$ cat config.mk
export PLATFORM = sky130hd
export DESIGN_NAME = command_top
export DESIGN_NICKNAME = d
export VERILOG_FILES = /design/src/hdl/cmd_pkg.sv /design/src/hdl/cmd_entry_if.sv /design/src/hdl/reg_access_if.sv /design/src/hdl/cmd_decoder.sv /design/src/hdl/cmd_queue.sv /design/src/hdl/cmd_responder.sv /design/src/hdl/reg_bank.sv /design/src/hdl/command_top.sv
export SDC_FILE = /design/constraint.sdc
export NUM_CORES = 1
export LEC_CHECK = 0
export BUFFER_PORTS_ARGS = -buffer_cell sky130_fd_sc_hd__buf_2
export CAP_MARGIN = 20
export CORE_ASPECT_RATIO = 0.6
export CORE_MARGIN = 2
export CORE_UTILIZATION = 50
export CTS_BUF_LIST = sky130_fd_sc_hd__clkbuf_8
export CTS_CLUSTER_DIAMETER = 120
export DETAILED_ROUTE_END_ITERATION = 6
export GPL_TIMING_DRIVEN = 0
export HOLD_SLACK_MARGIN = 0.08
export PLACE_DENSITY = 0.76
export SLEW_MARGIN = 10
export SYNTH_ARGS = -nofsm -noshare
export SYNTH_HDL_FRONTEND = slang
export SYNTH_HIERARCHICAL = 1
export SYNTH_SLANG_ARGS = --single-unit
$ cat constraint.sdc
create_clock -name clk -period 5.95 [get_ports clk]
set_input_delay 0.2975 -clock clk [delete_from_list [all_inputs] [get_ports clk]]
set_output_delay 0.2975 -clock clk [all_outputs]
set_load 0.03 [all_outputs]
$ cat src/hdl/cmd_pkg.sv
package cmd_pkg;

	////////////////////////////////////////////////////////////////////////////
	// widths that carry a meaning
	typedef logic [31:0] word_t;          // one stream word
	typedef logic [4:0]  cmd_code_t;      // low bits of the command word
	typedef logic [31:0] reg_num_t;       // register number as received
	typedef logic [15:0] tag_t;           // channel tag
	typedef logic [20:0] burst_count_t;   // burst counts per fill type
	typedef logic [23:0] fill_num_t;      // fill numbers
	typedef logic [2:0]  ch_addr_t;       // channel address jumpers

	// work entries handed from decoder to responder
	typedef enum logic [2:0] {
		ek_word,       // send word unchanged
		ek_reg_rd,     // word is a register number to read
		ek_wr_num,     // latch register number for a write
		ek_wr_data,    // write word to latched register
		ek_trailer     // word or its inverse on frame error
	} entry_kind_t;

	////////////////////////////////////////////////////////////////////////////
	// command codes
	localparam cmd_code_t cc_loopback = 5'd1;
	localparam cmd_code_t cc_rd_reg   = 5'd2;
	localparam cmd_code_t cc_wr_reg   = 5'd3;

	// register map
	localparam reg_num_t reg_channel_tag  = 32'd0;
	localparam reg_num_t reg_muon_bursts  = 32'd1;
	localparam reg_num_t reg_laser_bursts = 32'd2;
	localparam reg_num_t reg_ped_bursts   = 32'd3;
	localparam reg_num_t reg_initial_fill = 32'd4;
	localparam reg_num_t reg_fill_num     = 32'd5;   // read only
	localparam reg_num_t reg_ch_addr      = 32'd6;   // read only
	localparam reg_num_t num_regs         = 32'd7;

	localparam int queue_depth = 16;   // entries between decoder and responder

	////////////////////////////////////////////////////////////////////////////
	// state machines
	typedef enum logic [3:0] {ds_init, ds_serial, ds_command, ds_payload, ds_rd_arg,
		ds_wr_num, ds_wr_data, ds_trailer, ds_err, ds_drain} decoder_state_t;
	typedef enum logic {rs_empty, rs_full} responder_state_t;

endpackage

$ cat src/hdl/cmd_entry_if.sv
`timescale 1ns/1ps

// one work entry per handshake, valid/ready
interface cmd_entry_if;
	import cmd_pkg::*;

	logic        valid;   // entry on offer
	logic        ready;   // consumer takes it this cycle
	word_t       word;    // data word of the entry
	entry_kind_t kind;    // what the responder does with it
	logic        last;    // word closes a response frame

	modport producer (
		output valid, word, kind, last,
		input  ready
	);

	modport consumer (
		input  valid, word, kind, last,
		output ready
	);

endinterface

$ cat src/hdl/reg_access_if.sv
`timescale 1ns/1ps

interface reg_access_if;
	import cmd_pkg::*;

	reg_num_t reg_num;   // selected register
	logic     wr_en;     // write strobe, one cycle per write
	word_t    wr_data;
	word_t    rd_data;   // zero extended register value
	logic     illegal;   // bad number, or write to a read-only register

	modport requester (output reg_num, wr_en, wr_data, input rd_data, illegal);
	modport bank (input reg_num, wr_en, wr_data, output rd_data, illegal);

endinterface

$ cat src/hdl/cmd_decoder.sv
`timescale 1ns/1ps

module cmd_decoder (
	input  logic           clk,
	input  logic           reset,
	input  cmd_pkg::word_t rx_data,
	input  logic           rx_tvalid,
	input  logic           rx_tlast,
	output logic           rx_tready,
	cmd_entry_if.producer  entries
);
	import cmd_pkg::*;

	decoder_state_t state;
	word_t          cmd_q;     // command word of the frame in progress
	logic           ended_q;   // last accepted word carried rx_tlast
	cmd_code_t      rx_code;
	logic           take;      // this state consumes a receive word
	logic           accept;

	assign rx_code = rx_data[4:0];

	// trailer and error states push from cmd_q and hold the receive side off
	assign take = (state != ds_init) && (state != ds_trailer) && (state != ds_err);
	assign rx_tready = take && entries.ready;   // no room in the queue, no word
	assign accept = rx_tvalid && rx_tready;

	////////////////////////////////////////////////////////////////////////////
	// entry on offer to the queue
	always_comb begin
		entries.valid = 1'b0;
		entries.word = rx_data;   // most states forward the receive word
		entries.kind = ek_word;
		entries.last = 1'b0;
		case (state)
			ds_serial: entries.valid = rx_tvalid && !rx_tlast;   // lone serial number dropped
			ds_command: begin
				entries.valid = rx_tvalid;
				entries.last = rx_tlast && (rx_code == cc_loopback);   // empty loopback ends here
			end
			ds_payload: begin
				entries.valid = rx_tvalid;
				entries.last = rx_tlast;
			end
			ds_rd_arg: begin
				entries.valid = rx_tvalid;
				entries.kind = ek_reg_rd;
			end
			ds_wr_num: begin
				entries.valid = rx_tvalid;
				entries.kind = ek_wr_num;
			end
			ds_wr_data: begin
				entries.valid = rx_tvalid;
				entries.kind = ek_wr_data;
			end
			ds_trailer: begin
				entries.valid = 1'b1;
				entries.word = cmd_q;
				entries.kind = ek_trailer;   // responder inverts on error
				entries.last = 1'b1;
			end
			ds_err: begin
				entries.valid = 1'b1;
				entries.word = ~cmd_q;   // bad code or short frame
				entries.last = 1'b1;
			end
			default: entries.valid = 1'b0;   // init and drain push nothing
		endcase
	end

	////////////////////////////////////////////////////////////////////////////
	// frame parser
	always_ff @(posedge clk) begin
		if (reset) begin
			state <= ds_init;
			ended_q <= 1'b0;
		end else begin
			if (accept)
				ended_q <= rx_tlast;
			case (state)
				ds_init: state <= ds_serial;   // one idle cycle out of reset
				ds_serial: if (accept && !rx_tlast) state <= ds_command;
				ds_command: if (accept) begin
					case (rx_code)
						cc_loopback: state <= rx_tlast ? ds_serial : ds_payload;
						cc_rd_reg:   state <= rx_tlast ? ds_err : ds_rd_arg;
						cc_wr_reg:   state <= rx_tlast ? ds_err : ds_wr_num;
						default:     state <= ds_err;
					endcase
				end
				ds_payload, ds_drain: if (accept && rx_tlast) state <= ds_serial;
				ds_rd_arg, ds_wr_data: if (accept) state <= ds_trailer;
				ds_wr_num: if (accept) state <= rx_tlast ? ds_err : ds_wr_data;
				// surplus words of the frame are thrown away
				ds_trailer, ds_err: if (entries.ready) state <= ended_q ? ds_serial : ds_drain;
				default: state <= ds_init;
			endcase
		end
	end

	always_ff @(posedge clk) begin
		if (state == ds_command && accept)
			cmd_q <= rx_data;
	end

endmodule

$ cat src/hdl/cmd_queue.sv
`timescale 1ns/1ps

module cmd_queue (
	input logic           clk,
	input logic           reset,
	cmd_entry_if.consumer push,
	cmd_entry_if.producer pop
);
	import cmd_pkg::*;

	// entry storage split by field
	word_t       word_mem [queue_depth];
	entry_kind_t kind_mem [queue_depth];
	logic        last_mem [queue_depth];

	logic [$clog2(queue_depth)-1:0] wr_ptr;   // wraps naturally, depth is a power of two
	logic [$clog2(queue_depth)-1:0] rd_ptr;
	logic [$clog2(queue_depth):0]   count;    // entries held
	logic                           do_push;
	logic                           do_pop;

	assign push.ready = (count != queue_depth);   // not full
	assign pop.valid = (count != 0);              // not empty
	assign do_push = push.valid && push.ready;
	assign do_pop = pop.valid && pop.ready;

	// head entry read straight from storage
	assign pop.word = word_mem[rd_ptr];
	assign pop.kind = kind_mem[rd_ptr];
	assign pop.last = last_mem[rd_ptr];

	always_ff @(posedge clk) begin
		if (do_push) begin
			word_mem[wr_ptr] <= push.word;
			kind_mem[wr_ptr] <= push.kind;
			last_mem[wr_ptr] <= push.last;
		end
	end

	always_ff @(posedge clk) begin
		if (reset) begin
			wr_ptr <= '0;
			rd_ptr <= '0;
			count <= '0;
		end else begin
			if (do_push)
				wr_ptr <= wr_ptr + 1'b1;
			if (do_pop)
				rd_ptr <= rd_ptr + 1'b1;
			case ({do_push, do_pop})
				2'b10:   count <= count + 1'b1;
				2'b01:   count <= count - 1'b1;
				default: count <= count;   // both or neither
			endcase
		end
	end

endmodule

$ cat src/hdl/cmd_responder.sv
`timescale 1ns/1ps

module cmd_responder (
	input  logic            clk,
	input  logic            reset,
	cmd_entry_if.consumer   entries,
	reg_access_if.requester regs,
	output cmd_pkg::word_t  tx_data,
	output logic            tx_tvalid,
	output logic            tx_tlast,
	input  logic            tx_tready
);
	import cmd_pkg::*;

	responder_state_t state;       // output register empty or full
	reg_num_t         wr_num_q;    // target of the pending write
	logic             frame_err;   // sticky until the trailer goes out
	logic             pop;
	logic             sends;       // entry produces a transmit word

	assign tx_tvalid = (state == rs_full);

	// take an entry only if the output word is gone or leaving now
	assign entries.ready = !tx_tvalid || tx_tready;
	assign pop = entries.valid && entries.ready;
	assign sends = (entries.kind != ek_wr_num) && (entries.kind != ek_wr_data);

	////////////////////////////////////////////////////////////////////////////
	// register bank access
	assign regs.reg_num = (entries.kind == ek_reg_rd) ? reg_num_t'(entries.word) : wr_num_q;
	assign regs.wr_en = pop && (entries.kind == ek_wr_data);
	assign regs.wr_data = entries.word;

	always_ff @(posedge clk) begin
		if (reset) begin
			state <= rs_empty;
			frame_err <= 1'b0;
		end else begin
			if (pop && sends)
				state <= rs_full;
			else if (tx_tready)
				state <= rs_empty;   // word taken, nothing new
			if (pop) begin
				case (entries.kind)
					ek_reg_rd, ek_wr_data: begin
						if (regs.illegal)
							frame_err <= 1'b1;
					end
					ek_trailer: frame_err <= 1'b0;   // next frame starts clean
					default: frame_err <= frame_err;
				endcase
			end
		end
	end

	////////////////////////////////////////////////////////////////////////////
	// output word and write number
	always_ff @(posedge clk) begin
		if (pop) begin
			case (entries.kind)
				ek_word: begin
					tx_data <= entries.word;
					tx_tlast <= entries.last;
				end
				ek_reg_rd: begin
					tx_data <= regs.illegal ? '0 : regs.rd_data;   // zero for a bad number
					tx_tlast <= 1'b0;
				end
				ek_wr_num: wr_num_q <= reg_num_t'(entries.word);
				ek_trailer: begin
					// command word echoed, inverted when the frame failed
					tx_data <= frame_err ? ~entries.word : entries.word;
					tx_tlast <= 1'b1;
				end
				default: tx_tlast <= tx_tlast;   // write data sends nothing
			endcase
		end
	end

endmodule

$ cat src/hdl/reg_bank.sv
`timescale 1ns/1ps

module reg_bank (
	input  logic                  clk,
	input  logic                  reset,
	reg_access_if.bank            access,
	input  cmd_pkg::fill_num_t    fill_num,
	input  cmd_pkg::ch_addr_t     ch_addr,
	output cmd_pkg::tag_t         channel_tag,
	output cmd_pkg::burst_count_t num_muon_bursts,
	output cmd_pkg::burst_count_t num_laser_bursts,
	output cmd_pkg::burst_count_t num_ped_bursts,
	output cmd_pkg::fill_num_t    initial_fill_num,
	output logic                  initial_fill_num_wr
);
	import cmd_pkg::*;

	logic exists;     // number inside the map
	logic writable;   // exists and not an input
	logic wr_ok;

	assign exists = (access.reg_num < num_regs);
	assign writable = exists && (access.reg_num != reg_fill_num)
		&& (access.reg_num != reg_ch_addr);
	assign access.illegal = !exists || (access.wr_en && !writable);
	assign wr_ok = access.wr_en && writable;

	always_ff @(posedge clk) begin
		if (reset) begin
			channel_tag <= '0;
			num_muon_bursts <= '0;
			num_laser_bursts <= '0;
			num_ped_bursts <= '0;
			initial_fill_num <= '0;
			initial_fill_num_wr <= 1'b0;
		end else begin
			// strobe follows the write by one cycle, with the new value
			initial_fill_num_wr <= wr_ok && (access.reg_num == reg_initial_fill);
			if (wr_ok) begin
				case (access.reg_num)
					reg_channel_tag:  channel_tag <= tag_t'(access.wr_data);
					reg_muon_bursts:  num_muon_bursts <= burst_count_t'(access.wr_data);
					reg_laser_bursts: num_laser_bursts <= burst_count_t'(access.wr_data);
					reg_ped_bursts:   num_ped_bursts <= burst_count_t'(access.wr_data);
					default:          initial_fill_num <= fill_num_t'(access.wr_data);
				endcase
			end
		end
	end

	// read mux, upper bits zero
	always_comb begin
		case (access.reg_num)
			reg_channel_tag:  access.rd_data = word_t'(channel_tag);
			reg_muon_bursts:  access.rd_data = word_t'(num_muon_bursts);
			reg_laser_bursts: access.rd_data = word_t'(num_laser_bursts);
			reg_ped_bursts:   access.rd_data = word_t'(num_ped_bursts);
			reg_initial_fill: access.rd_data = word_t'(initial_fill_num);
			reg_fill_num:     access.rd_data = word_t'(fill_num);
			reg_ch_addr:      access.rd_data = word_t'(ch_addr);
			default:          access.rd_data = '0;
		endcase
	end

endmodule

$ cat src/hdl/command_top.sv
`timescale 1ns/1ps

module command_top (
	input  logic                  clk,
	input  logic                  reset,
	// receive stream
	input  cmd_pkg::word_t        rx_data,
	input  logic                  rx_tvalid,
	input  logic                  rx_tlast,
	output logic                  rx_tready,
	// transmit stream
	output cmd_pkg::word_t        tx_data,
	output logic                  tx_tvalid,
	output logic                  tx_tlast,
	input  logic                  tx_tready,
	// acquisition side
	input  cmd_pkg::fill_num_t    fill_num,
	input  cmd_pkg::ch_addr_t     ch_addr,
	output cmd_pkg::tag_t         channel_tag,
	output cmd_pkg::burst_count_t num_muon_bursts,
	output cmd_pkg::burst_count_t num_laser_bursts,
	output cmd_pkg::burst_count_t num_ped_bursts,
	output cmd_pkg::fill_num_t    initial_fill_num,
	output logic                  initial_fill_num_wr
);

	cmd_entry_if  dec_to_queue ();    // decoder pushes here
	cmd_entry_if  queue_to_resp ();   // responder pops here
	reg_access_if reg_bus ();

	////////////////////////////////////////////////////////////////////////////
	cmd_decoder u_decoder (
		.clk       (clk),
		.reset     (reset),
		.rx_data   (rx_data),
		.rx_tvalid (rx_tvalid),
		.rx_tlast  (rx_tlast),
		.rx_tready (rx_tready),
		.entries   (dec_to_queue.producer)
	);

	cmd_queue u_queue (
		.clk   (clk),
		.reset (reset),
		.push  (dec_to_queue.consumer),
		.pop   (queue_to_resp.producer)
	);

	cmd_responder u_responder (
		.clk       (clk),
		.reset     (reset),
		.entries   (queue_to_resp.consumer),
		.regs      (reg_bus.requester),
		.tx_data   (tx_data),
		.tx_tvalid (tx_tvalid),
		.tx_tlast  (tx_tlast),
		.tx_tready (tx_tready)
	);

	reg_bank u_reg_bank (
		.clk                 (clk),
		.reset               (reset),
		.access              (reg_bus.bank),
		.fill_num            (fill_num),
		.ch_addr             (ch_addr),
		.channel_tag         (channel_tag),
		.num_muon_bursts     (num_muon_bursts),
		.num_laser_bursts    (num_laser_bursts),
		.num_ped_bursts      (num_ped_bursts),
		.initial_fill_num    (initial_fill_num),
		.initial_fill_num_wr (initial_fill_num_wr)
	);

endmodule

==> results by group <==
Status
  – Outcome: complete, no violations

Detailed routing
  – Drt drc: 0
  – Post-Route WL: 92.4 mm
  – Drt wl/cell: 27.3 um
  – Vias: roughly 21000
  – Final antenna-violating net count: 0
  – Vias per cell: approximately 6.2
  – Initial DRC count: 3249
  – Pre-antenna DRT Iters: 6

Yosys
  – Yosys warns: 6
  – Post-synthesis cell area: ~33000 um^2
  – Synth Area per Inst: about 17 um^2
  – Mapped Cells: 1974

Timing
  – FMAX: 172 MHz
  – Final Hold Vio Count: 0
  – Max-slew headroom: 25.0%
  – Sum Neg Setup Slack: 0 ns
  – # setup viols final: 0
  – Min Tclk post-route: just under 6 ns
  – Skew final: between 0.03 and 0.04 ns
  – Slew @ Worst Pin: 1.12 ns
  – Final Max Slew Viols: 0
  – Fin crit share: a little over nine tenths

Floorplan
  – Io pins: between 200 and 250
  – Initial Util: about half
  – Die extent in x: between 300 and 400 um
  – Die Height: about 200 um
  – Rows: between 70 and 80
  – Die area: about 69000 um^2
  – Floorplan Core Area: between 60000 and 70000 um^2

CTS
  – Worst-skew pair later-pin latency: 0.74 ns
  – Clk slew on worst S/H paths: 0.07 ns
  – TritonCTS clock tree: yes
  – Clk buf depth: 3
  – Total CTS buffers: between 100 and 150
  – # clock sinks: 801
  – Root buf cell: clkbuf_8
  – H-tree depth reported by CTS: 3

Power
  – NetSw: ~5.7 mW
  – Int Power: 11.1 mW
  – Clock Power Share: 24.5%
  – Logic pwr share: between 30% and 40%
  – Switch share: 34.0%
  – Sequential group share of total power: approximately two fifths
  – PD cells: between 400 and 500 nW/um^2
  – Worst vdd ir: roughly 0.24 mV
  – LEAKAGE: between 10 and 15 nW

Cells and area
  – Layout cells sized above 1: 30.5%
  – Layout Nets: 2464
  – Util after Layout: between 50% and 60%
  – Diode count: 0
  – Area delta synth->final: 16.8%

Setup path
  – CP required: roughly 6.5 ns
  – Critical Path End Type: flip-flop
  – CP Class: flip-flop to flip-flop
  – Arr. time, crit path: between 6 and 7 ns
  – CP max FO: 10
  – Startpoint types: flip-flop

Min path
  – Worst Hold Class: input pin to flip-flop

Place
  – Hpwl dp: ~64 mm
  – Routability cong.: approximately 0.96
  – I/O Buffers: roughly 200

GRT
  – Pin count of the biggest net entering global routing: 33
  – Number of global-route vias before repair: about 20000
  – Total GRT Usage: between 20% and 30%
  – Total global routing overflow: 0
  – First-pass GRT wire length: between 100 and 150 mm
  – Antenna violations before repair: 2

Job
  – Max-cap viol count: 0
## final cells by class
| class | instances | area (um^2) |
|---|---|---|
| fillers | 4896 | 27200 |
| flip-flops and latches | 801 | 22800 |
| multi-input cells | 1006 | 9650 |
| repair buffers | 299 | 2120 |
| clock buffers | 117 | 1610 |
| well taps | 900 | 1130 |
| plain buffers | 165 | 975 |
| clock inverters | 89 | 514 |
| inverters | 9 | 33.8 |
## worst max-delay path, cell delays in order (launching register included)
cell and delay [ns]:
dfxtp_1 0.31, buf_2 0.34, buf_4 0.29, clkbuf_2 0.39
mux4_2 0.40, a22oi_1 0.16, nand2_1 0.21, nor3b_4 0.28
buf_12 0.15, buf_2 0.31, mux2_2 0.39, nor4_2 0.41
and4_2 0.39, buf_4 0.19, nand2_1 0.26, a211o_1 0.40
nor2b_1 0.11, buf_2 0.18, buf_4 0.25, a221o_1 0.19
## per-stage QoR
step / worst slack (ns) / hold WS, ns / total power, mW / cell area, um^2 / instances
3_3_place_gp: -1.97 / 0.454 / 12.4 / 35400 / 3082
4_1_cts: 0.0181 / 0.0940 / 16.8 / 38600 / 3367
2_1_floorplan: 1.34 / 0.367 / 10.9 / 33200 / 1981
6_report: 0.131 / 0.139 / 16.9 / 38800 / 3386
5_1_grt: -0.0104 / 0.127 / 17.5 / 38800 / 3386
3_5_place_dp: -0.410 / 0.466 / 12.6 / 36100 / 3121
## layer usage
layer,vias to the layer above,routed length (um),global-route usage (%)
li1,8693,-,-
met1,10600,37900,40.5
met2,1433,40300,38.3
met3,172,12400,7.34
met4,2,1920,7.25
met5,-,10,0
## final timing paths
kind	start	to	slack (ns)	cells past startpoint
setup / recovery	flip-flop	u_responder/tx_data[9]	0.13	19
hold / removal	fill_num[10]	u_responder/tx_data[10]	0.14	4
setup reg to reg	flip-flop	u_responder/tx_data[9]	0.13	19
hold reg to reg	u_reg_bank/num_muon_bursts[11]	u_reg_bank/num_muon_bursts[11]	0.50	2
## state kept, by name, indices dropped and copies added, names as in the netlist, 24 cells and up, named ones only
register / cells
u_queue/word_mem: 512
u_responder/wr_num_q: 32
u_reg_bank/initial_fill_num: 24
u_queue/kind_mem: 48
u_decoder/cmd_q: 32
u_responder/tx_data: 32
## power groups by stage
stage	combinational [mW]	sequential, mW	clock [mW]
detailed placement	5.53	7.11	0
global placement	5.23	7.14	0
CTS	5.61	7.00	4.18
finish	5.75	6.99	4.13
global route	6.09	7.02	4.41
floorplan	3.53	7.35	0
## cells in the final DEF (no fill, tap or decap), types with 32 or more instances in the layout
master	n
inv_1	51
dlygate4sd3_1	37
nand2b_1	138
mux2i_1	109
mux2_2	54
a22oi_1	98
buf_4	67
buf_2	244
nor2_1	61
edfxtp_1	673
a21oi_1	84
clkbuf_8	117
a211oi_1	33
clkbuf_1	54
dfxtp_1	128
a221o_1	32
nand2_1	58
mux4_2	144
## what timing repair did
action | CTS | global route
endpoints found under the setup margin | 45 | 24
hold endpoints to repair | 36 | 0
gates resized for setup | 2 | 13
buffers inserted | 3 | 0
pin swaps | 1 | 0
hold buffers | 37 | 0
Power figures use the tool's default switching activity.
